===== src/verilog/ppu_pkg.sv =====
package ppu_pkg;

    // widths that carry a meaning
    typedef logic [7:0]  byte_t;
    typedef logic [15:0] ppu_addr_t;
    typedef logic [10:0] vram_addr_t;
    typedef logic [4:0]  pal_addr_t;
    typedef logic [7:0]  oam_addr_t;
    typedef logic [15:0] cpu_addr_t;
    typedef logic [10:0] wram_addr_t;

    // cpu-visible register select
    typedef enum logic [3:0] {
        PPUCTRL   = 4'd0,
        PPUMASK   = 4'd1,
        PPUSTATUS = 4'd2,
        OAMADDR   = 4'd3,
        OAMDATA   = 4'd4,
        PPUSCROLL = 4'd5,
        PPUADDR   = 4'd6,
        PPUDATA   = 4'd7,
        OAMDMA    = 4'd8
    } reg_t;

    // nametable mirroring
    typedef enum logic {
        HOR_MIRROR = 1'b0,
        VER_MIRROR = 1'b1
    } mirror_t;

    // one memory request, addr narrowed by each memory
    typedef struct packed {
        vram_addr_t addr;
        logic       we;
        logic       re;
        byte_t      wr_data;
    } mem_port_t;

    // status flag events from the video side
    typedef struct packed {
        logic sp_over_set;
        logic sp_over_clr;
        logic sp_zero_set;
        logic sp_zero_clr;
        logic vblank_set;
        logic vblank_clr;
    } status_evt_t;

    // nametable window in the 14-bit video space
    localparam logic [13:0] NT_LO = 14'h2000;
    localparam logic [13:0] NT_HI = 14'h3EFF;

    // palette window runs to the top of the space
    localparam logic [13:0] PAL_LO = 14'h3F00;

    // video address step when ctrl bit 2 is set
    localparam ppu_addr_t INC_ACROSS = 16'd32;

    // bytes per sprite dma
    localparam int DMA_LEN = 256;

endpackage


===== src/verilog/ppu_reg_file.sv =====
`timescale 1ns/10ps

module ppu_reg_file (
    input  logic                 clk,
    input  logic                 rst_n,
    input  logic                 cpu_clk_en,
    input  logic                 ppu_clk_en,
    input  ppu_pkg::reg_t        reg_sel,
    input  logic                 reg_en,
    input  logic                 reg_rw,
    input  ppu_pkg::byte_t       reg_data_in,
    output ppu_pkg::byte_t       reg_data_out,
    input  ppu_pkg::mirror_t     mirroring,
    input  ppu_pkg::status_evt_t status_evt,
    input  ppu_pkg::byte_t       oam_rd,
    input  ppu_pkg::byte_t       vram_rd,
    input  ppu_pkg::byte_t       pal_rd,
    output ppu_pkg::mem_port_t   oam_req,
    output ppu_pkg::mem_port_t   vram_req,
    output ppu_pkg::mem_port_t   pal_req,
    output logic                 dma_start,
    output ppu_pkg::byte_t       dma_page,
    output ppu_pkg::byte_t       oam_base,
    output ppu_pkg::byte_t       ppuctrl,
    output ppu_pkg::byte_t       ppumask,
    output ppu_pkg::byte_t       scroll_x,
    output ppu_pkg::byte_t       scroll_y
);

    // shared first/second write toggle for scroll and address
    typedef enum logic {
        FIRST_WR,
        SECOND_WR
    } wr_latch_t;

    wr_latch_t           wr_latch;
    ppu_pkg::ppu_addr_t  ppu_addr;
    ppu_pkg::oam_addr_t  oam_addr;
    ppu_pkg::byte_t      read_buf;
    logic [4:0]          last_wr;
    logic                sp_over;
    logic                sp_zero;
    logic                vblank;
    logic                clr_q0;
    logic                clr_q1;

    logic                acc_wr;
    logic                acc_rd;
    logic                in_nt;
    logic                in_pal;
    ppu_pkg::ppu_addr_t  addr_step;
    ppu_pkg::vram_addr_t vram_addr;
    ppu_pkg::pal_addr_t  pal_addr;
    ppu_pkg::byte_t      status;

    // accesses only count on a cpu tick
    assign acc_wr = reg_en && reg_rw && cpu_clk_en;
    assign acc_rd = reg_en && !reg_rw && cpu_clk_en;

    assign in_nt  = (ppu_addr[13:0] >= ppu_pkg::NT_LO) && (ppu_addr[13:0] <= ppu_pkg::NT_HI);
    assign in_pal = (ppu_addr[13:0] >= ppu_pkg::PAL_LO);

    assign addr_step = ppuctrl[2] ? ppu_pkg::INC_ACROSS : 16'd1;
    assign status    = {vblank, sp_zero, sp_over, last_wr};
    assign oam_base  = oam_addr;
    assign dma_start = acc_wr && (reg_sel == ppu_pkg::OAMDMA);

    // horizontal mirroring takes nametable select from addr bit 11
    always_comb begin
        if (mirroring == ppu_pkg::VER_MIRROR) begin
            vram_addr = ppu_addr[10:0];
        end else begin
            vram_addr = {ppu_addr[11], ppu_addr[9:0]};
        end
    end

    // sprite backdrop entries alias the background ones
    always_comb begin
        if (ppu_addr[4] && (ppu_addr[1:0] == 2'b00)) begin
            pal_addr = {1'b0, ppu_addr[3:0]};
        end else begin
            pal_addr = ppu_addr[4:0];
        end
    end

    // memory requests decoded from the current access
    always_comb begin
        oam_req          = '0;
        vram_req         = '0;
        pal_req          = '0;
        oam_req.addr     = {3'b000, oam_addr};
        vram_req.addr    = vram_addr;
        pal_req.addr     = {6'b000000, pal_addr};
        oam_req.wr_data  = reg_data_in;
        vram_req.wr_data = reg_data_in;
        pal_req.wr_data  = reg_data_in;
        if (reg_sel == ppu_pkg::OAMDATA) begin
            oam_req.we = acc_wr;
            oam_req.re = acc_rd;
        end
        if (reg_sel == ppu_pkg::PPUDATA) begin
            vram_req.we = acc_wr && in_nt;
            vram_req.re = acc_rd && in_nt;
            pal_req.we  = acc_wr && in_pal;
            pal_req.re  = acc_rd && in_pal;
        end
    end

    // write-side registers
    always_ff @(posedge clk or negedge rst_n) begin
        if (!rst_n) begin
            ppuctrl  <= '0;
            ppumask  <= '0;
            scroll_x <= '0;
            scroll_y <= '0;
            ppu_addr <= '0;
            oam_addr <= '0;
            dma_page <= '0;
            last_wr  <= '0;
            wr_latch <= FIRST_WR;
        end else if (acc_wr) begin
            last_wr <= reg_data_in[4:0];
            case (reg_sel)
                ppu_pkg::PPUCTRL: ppuctrl <= reg_data_in;
                ppu_pkg::PPUMASK: ppumask <= reg_data_in;
                ppu_pkg::OAMADDR: oam_addr <= reg_data_in;
                ppu_pkg::OAMDATA: oam_addr <= oam_addr + 8'd1;
                ppu_pkg::PPUSCROLL: begin
                    if (wr_latch == FIRST_WR) begin
                        scroll_x <= reg_data_in;
                        wr_latch <= SECOND_WR;
                    end else begin
                        scroll_y <= reg_data_in;
                        wr_latch <= FIRST_WR;
                    end
                end
                ppu_pkg::PPUADDR: begin
                    // high byte first
                    if (wr_latch == FIRST_WR) begin
                        ppu_addr[15:8] <= reg_data_in;
                        wr_latch       <= SECOND_WR;
                    end else begin
                        ppu_addr[7:0] <= reg_data_in;
                        wr_latch      <= FIRST_WR;
                    end
                end
                ppu_pkg::PPUDATA: ppu_addr <= ppu_addr + addr_step;
                ppu_pkg::OAMDMA:  dma_page <= reg_data_in;
                default: ;
            endcase
        end else if (acc_rd && (reg_sel == ppu_pkg::PPUDATA)) begin
            ppu_addr <= ppu_addr + addr_step;
        end
    end

    // read data and nametable read buffer
    always_ff @(posedge clk or negedge rst_n) begin
        if (!rst_n) begin
            reg_data_out <= '0;
            read_buf     <= '0;
        end else if (acc_rd) begin
            case (reg_sel)
                ppu_pkg::PPUSTATUS: reg_data_out <= status;
                ppu_pkg::OAMDATA:   reg_data_out <= oam_rd;
                ppu_pkg::PPUDATA: begin
                    if (in_pal) begin
                        reg_data_out <= pal_rd;
                    end else if (in_nt) begin
                        // nametable data lags one read
                        reg_data_out <= read_buf;
                        read_buf     <= vram_rd;
                    end
                end
                default: ;
            endcase
        end
    end

    // status flags, clear wins over set
    always_ff @(posedge clk or negedge rst_n) begin
        if (!rst_n) begin
            sp_over <= 1'b0;
            sp_zero <= 1'b0;
            vblank  <= 1'b0;
            clr_q0  <= 1'b0;
            clr_q1  <= 1'b0;
        end else begin
            // status read clears vblank two ppu ticks on
            if (acc_rd && (reg_sel == ppu_pkg::PPUSTATUS)) begin
                clr_q0 <= 1'b1;
            end else if (ppu_clk_en) begin
                clr_q0 <= 1'b0;
            end
            if (ppu_clk_en) begin
                clr_q1 <= clr_q0;
                if (status_evt.sp_over_clr) begin
                    sp_over <= 1'b0;
                end else if (status_evt.sp_over_set) begin
                    sp_over <= 1'b1;
                end
                if (status_evt.sp_zero_clr) begin
                    sp_zero <= 1'b0;
                end else if (status_evt.sp_zero_set) begin
                    sp_zero <= 1'b1;
                end
                if (status_evt.vblank_clr || clr_q1) begin
                    vblank <= 1'b0;
                end else if (status_evt.vblank_set) begin
                    vblank <= 1'b1;
                end
            end
        end
    end

endmodule


===== config.mk =====
export PLATFORM = sky130hd
export DESIGN_NAME = ppu_reg_file
export DESIGN_NICKNAME = d
export VERILOG_FILES = /design/src/verilog/ppu_pkg.sv /design/src/verilog/ppu_reg_file.sv
export SDC_FILE = /design/constraint.sdc
export NUM_CORES = 1
export LEC_CHECK = 0
export BUFFER_PORTS_ARGS = -buffer_cell sky130_fd_sc_hd__buf_4
export CAP_MARGIN = 20
export CORE_ASPECT_RATIO = 1.75
export CORE_UTILIZATION = 55
export DETAILED_ROUTE_END_ITERATION = 10
export GPL_TIMING_DRIVEN = 0
export HOLD_SLACK_MARGIN = 0.15
export PLACE_DENSITY = 0.86
export SKIP_CTS_REPAIR_TIMING = 1
export SYNTH_ARGS = -nofsm -noshare
export SYNTH_HDL_FRONTEND = slang
export SYNTH_SLANG_ARGS = --single-unit

===== constraint.sdc =====
create_clock -name clk -period 5.59 [get_ports clk]
set_clock_uncertainty 0.15 [all_clocks]
set_input_delay 0.559 -clock clk [delete_from_list [all_inputs] [get_ports clk]]
set_output_delay 0.559 -clock clk [all_outputs]
set_load 0.1 [all_outputs]

Word-level counts from Yosys, hierarchy flattened
Cells that the tools add are included.

$add $sub $neg: 2. Bitwise logic cells: 2. Equality and inequality tests: 12. Muxes and demuxes: 24. Reduce and logical (&&, ||, !) cells: 39. Magnitude comparators: 3.

Operators with widths (number): 2-to-1 mux 16 bit (2); 2-to-1 mux 8 bit (4); one-hot mux 16 bit (2 select lines) (1); >= comparator 14 bit (second input constant) (2); one-hot mux 8 bit (3 select lines) (1); adder 16 x 6 -> 16 bit (1); equality test 4 x 3 -> 1 bit (second input constant) (4); one-hot mux 8 bit (2 select lines) (1); AND reduction 2 bit (8); AND reduction 3 bit (5); less-or-equal comparator 14 bit (second input constant) (1); logical AND 1 bit (13); nonzero test 2 bit (6); 2-to-1 mux 11 bit (1); 2-to-1 mux 1 bit (9); != test 3 bit (second input constant) (3); adder 8 x 1 -> 8 bit (second input constant) (1); equality test 4 x 2 -> 1 bit (second input constant) (2); 2-to-1 mux 2 bit (3); 2-to-1 mux 6 bit (1); 2-to-1 mux 5 bit (1); equality test 4 x 1 -> 1 bit (second input constant) (1); equality test 4 bit (second input constant) (1); zero test 4 bit (1); other kinds (8) (9).

Register bits after elaboration: 91. Input bits: 49. Logic and storage cells: 99. Output and inout port bits: 120.

Depth between registers and ports, before layout
Depth in word-level cells: 6. Depth in mapped cells: 7. Gate-level depth less buffers: 7.

Worst setup path before layout
Ideal clock, no wire load.

Kind: input to output. From: input reg_sel[3]. To: output pal_req[8] (netlist name). Data arrival time: 3342 ps. Cell stages on the path: 4. Path slack: 1539 ps. Data required time: 4881 ps. Path buffers: 2. Cells stage by stage: buf_4 nand4b_2 clkbuf_1 nor3_1.

RTL lines: start: declaration (line ppu_reg_file.sv:8) `input ppu_pkg::reg_t reg_sel,`; end: declaration (line ppu_reg_file.sv:20) `output ppu_pkg::mem_port_t pal_req,`.

==> results.sh <==
export IMPL_run_status="completed"
export IMPL_syn_area_um2=5050
export IMPL_io_buffers=157
export IMPL_finalCriticalPeriod_ns=3.08
export IMPL_grt_max_degree=90
export IMPL_ctsRootBufferMaster="clkbuf_16"
export IMPL_ant_nets=0
export IMPL_ys_types=58
export IMPL_fmax_mhz=325
export IMPL_r2r_slack_ns=3.37
export IMPL_cts_buffers=9
export IMPL_synthCells=500
export IMPL_clk_pin_slew_ns=0.06
export IMPL_min_path_cells=2
export IMPL_cts_buffer_depth=2
export IMPL_cp_start_kind="flip-flop"
export IMPL_antenna_found_initial=0
export IMPL_die_height_um=129
export IMPL_dp_cells=782
export IMPL_drt_pass1_iterations=5
export IMPL_grt_total_usage_pct=31.2
export IMPL_yosys_register_bits=89
export IMPL_diodes=0
export IMPL_drt_wl_total_um=14800
export IMPL_clock_sinks=89
export IMPL_hold_viol_final=0
export IMPL_instances_no_fill=800
export IMPL_r2r_end="reg_data_out[2]$_DFFE_PN0P_"
export IMPL_slew_violations=0
export IMPL_drc=0
export IMPL_critPathRequiredTime_ns=4.88
export IMPL_relSlewSlack_pct=36.9
export IMPL_vdd_drop_max_uv=378
export IMPL_post_route_period_util_pct=55.1
export IMPL_tns_ns=0
export IMPL_rsz0062_at_grt="no"
export IMPL_reg2reg_from="ppu_addr[10]$_DFFE_PN0P_"
export IMPL_tightest_slew_ns=0.939
export IMPL_grt_pass1_wl_um=22300
export IMPL_nFillCells=621
export IMPL_arrival_ns=2.37
export IMPL_syn_avg_cell_area_um2=10.1
export IMPL_syn_to_final_growth_pct=33.1
export IMPL_maxCapViolCount=0
export IMPL_place_congestion=0.923
export IMPL_cts_tree="yes"
export IMPL_hold_start="status_evt[4]"
export IMPL_yosys_warnings=0
export IMPL_drt_iter0_drc=381
export IMPL_synthArstFlopShare_pct=100
export IMPL_setup_viol=0
export IMPL_ys_flop_type="dfrtp_1"
export IMPL_hold_ws_ns=0.241
export IMPL_power_density_nw_per_um2=408
export IMPL_design_die_area_um2=9580
export IMPL_initial_core_util_pct=57.5
export IMPL_holdPathEnd="sp_over$_DFFE_PN0P_"
export IMPL_synth_edff_count=0
export IMPL_dpl_hpwl_um=10500
export IMPL_fp_row_count=45
export IMPL_detail_route_wl_per_cell_um=18.5
export IMPL_hold_path_class="in2reg"
export IMPL_cts_max_level=3
export IMPL_first_global_vias=4582
export IMPL_vias=4646
export IMPL_path_class="reg2out"
export IMPL_nets=731
export IMPL_critical_path_peak_fanout=10
export IMPL_via_per_inst=5.81
export IMPL_clock_latency_ns=0.34
export IMPL_core_um2=8780
export IMPL_fp_dieW_um=74.4
export IMPL_grt_remaining_overflow=0
export IMPL_p_leak_nw=3.33
export IMPL_drive_gt1_share_pct=44.1
export IMPL_worstSetupEndpointType="output port"
export IMPL_yosysSeqAreaShare_pct=44.1
export IMPL_pin_count=169
export IMPL_rr_worst_depth=6
-- sequential cells by signal, summed over array words and instances, names as in the netlist --
register      cells
read_buf          8
sp_over           1
scroll_y          8
wr_latch          1
clr_q1            1
vblank            1
scroll_x          8
ppumask           8
clr_q0            1
last_wr           5
oam_base          8
sp_zero           1
reg_data_out      8
dma_page          8
ppuctrl           8
ppu_addr         14
-- placed cells by master (no fill, tap or decap), types with 3 or more instances in the layout --
master / Yosys / layout
buf_2: 12 / 12
mux2_2: 50 / 50
a22oi_1: 9 / 9
o21a_1: 4 / 4
clkbuf_16: 0 / 9
nor3_1: 7 / 7
o22ai_1: 4 / 4
a211oi_1: 6 / 6
nor2b_1: 10 / 10
and2_1: 3 / 3
inv_1: 16 / 16
nand2b_1: 6 / 6
ha_1: 4 / 4
a31oi_1: 19 / 19
a21oi_1: 36 / 36
conb_1: 1 / 9
mux2i_1: 4 / 4
nor2_1: 16 / 16
nand2_1: 33 / 33
nor4_1: 11 / 11
a2bb2oi_1: 12 / 12
and3_1: 6 / 6
or3_1: 5 / 5
clkbuf_1: 11 / 14
buf_4: 57 / 214
nand3_1: 17 / 17
dfrtp_1: 89 / 89
o21ai_0: 16 / 16
-- cells in the mapped netlist, types with 12 or more instances --
master / count / area share, %
dfrtp_1: 89 / 44
buf_4: 57 / 8.5
mux2_2: 50 / 11
a21oi_1: 36 / 3.6
nand2_1: 33 / 2.5
a31oi_1: 19 / 2.4
nand3_1: 17 / 1.7
inv_1: 16 / 1.2
nor2_1: 16 / 1.2
o21ai_0: 16 / 1.6
a2bb2oi_1: 12 / 2.1
buf_2: 12 / 1.2
-- per-layer routing --
layer / vias up / GRT usage (%) / share of wire (%)
li1: 2094 / - / -
met1: 2270 / 33.9 / 35
met2: 234 / 55.1 / 54
met3: 48 / 7.60 / 6.7
met4: 0 / 15.2 / 4.1
met5: - / 0 / 0
-- power by group --
part	switching (mW)	total [mW]	internal [mW]	leakage, nW
Combinational	1.04	1.35	0.308	2.05
Clock	0.240	0.566	0.325	0.133
Sequential	0.0867	0.819	0.733	1.15
Total	1.37	2.74	1.37	3.33
-- worst max path at each step --
stage,start,endpoint,cells after the start
global placement,reg_en,oam_req[9],6
finish,ppu_addr[10]$_DFFE_PN0P_,pal_req[9],6
detailed placement,reg_sel[0],dma_start,7
CTS,ppu_addr[10]$_DFFE_PN0P_,pal_req[8],6
global route,ppu_addr[13]$_DFFE_PN0P_,vram_req[9],7
floorplan,reg_sel[3],pal_req[8],4
-- worst max-delay path: stages, from the launching register on --
cell and delay, ns:
dfrtp_1 0.31, buf_2 0.17, nand3_1 0.28, or2_2 0.42, clkbuf_1 0.23, nor3_1 0.27, buf_4 0.33
-- layout make-up --
type                       count  area, um2  share of cell area, %
sequential                    89       2230                   33.2
multi-input combinational    320       2230                   33.3
tap                          117        146                   2.18
inverter                      16       60.1                  0.894
timing repair buffer         159       1220                   18.1
clock inverter                 2       12.5                  0.186
clock buffer                  14        264                   3.93
buffer                        83        556                   8.27
-- kinds of logic after synthesis --
kind of cell / count (synthesis) / share of synthesized area, %
and+or+nand+nor: 131 / 14.7
adders and majority gates: 4 / 0.992
other: 1 / 0.0743
DFF: 89 / 44.1
buffers and inverters: 99 / 12.2
AOI/OAI and AO/OA: 121 / 15.7
muxes: 54 / 12.0
xor gates and xnor gates: 1 / 0.174
-- stage by stage --
step | utilization [%] | power [mW] | cell area, um2 | setup WS [ns]
final | 76.5 | 2.74 | 6720 | 2.51
after detailed placement | 72.9 | 2.17 | 6400 | 2.63
after global routing | 76.5 | 2.81 | 6720 | 2.32
after floorplan | - | 1.88 | 5080 | 1.54
after global placement | 72.9 | 2.14 | 6400 | 2.72
after CTS | 76.0 | 2.73 | 6680 | 2.53
Power figures use the tool's default switching activity.
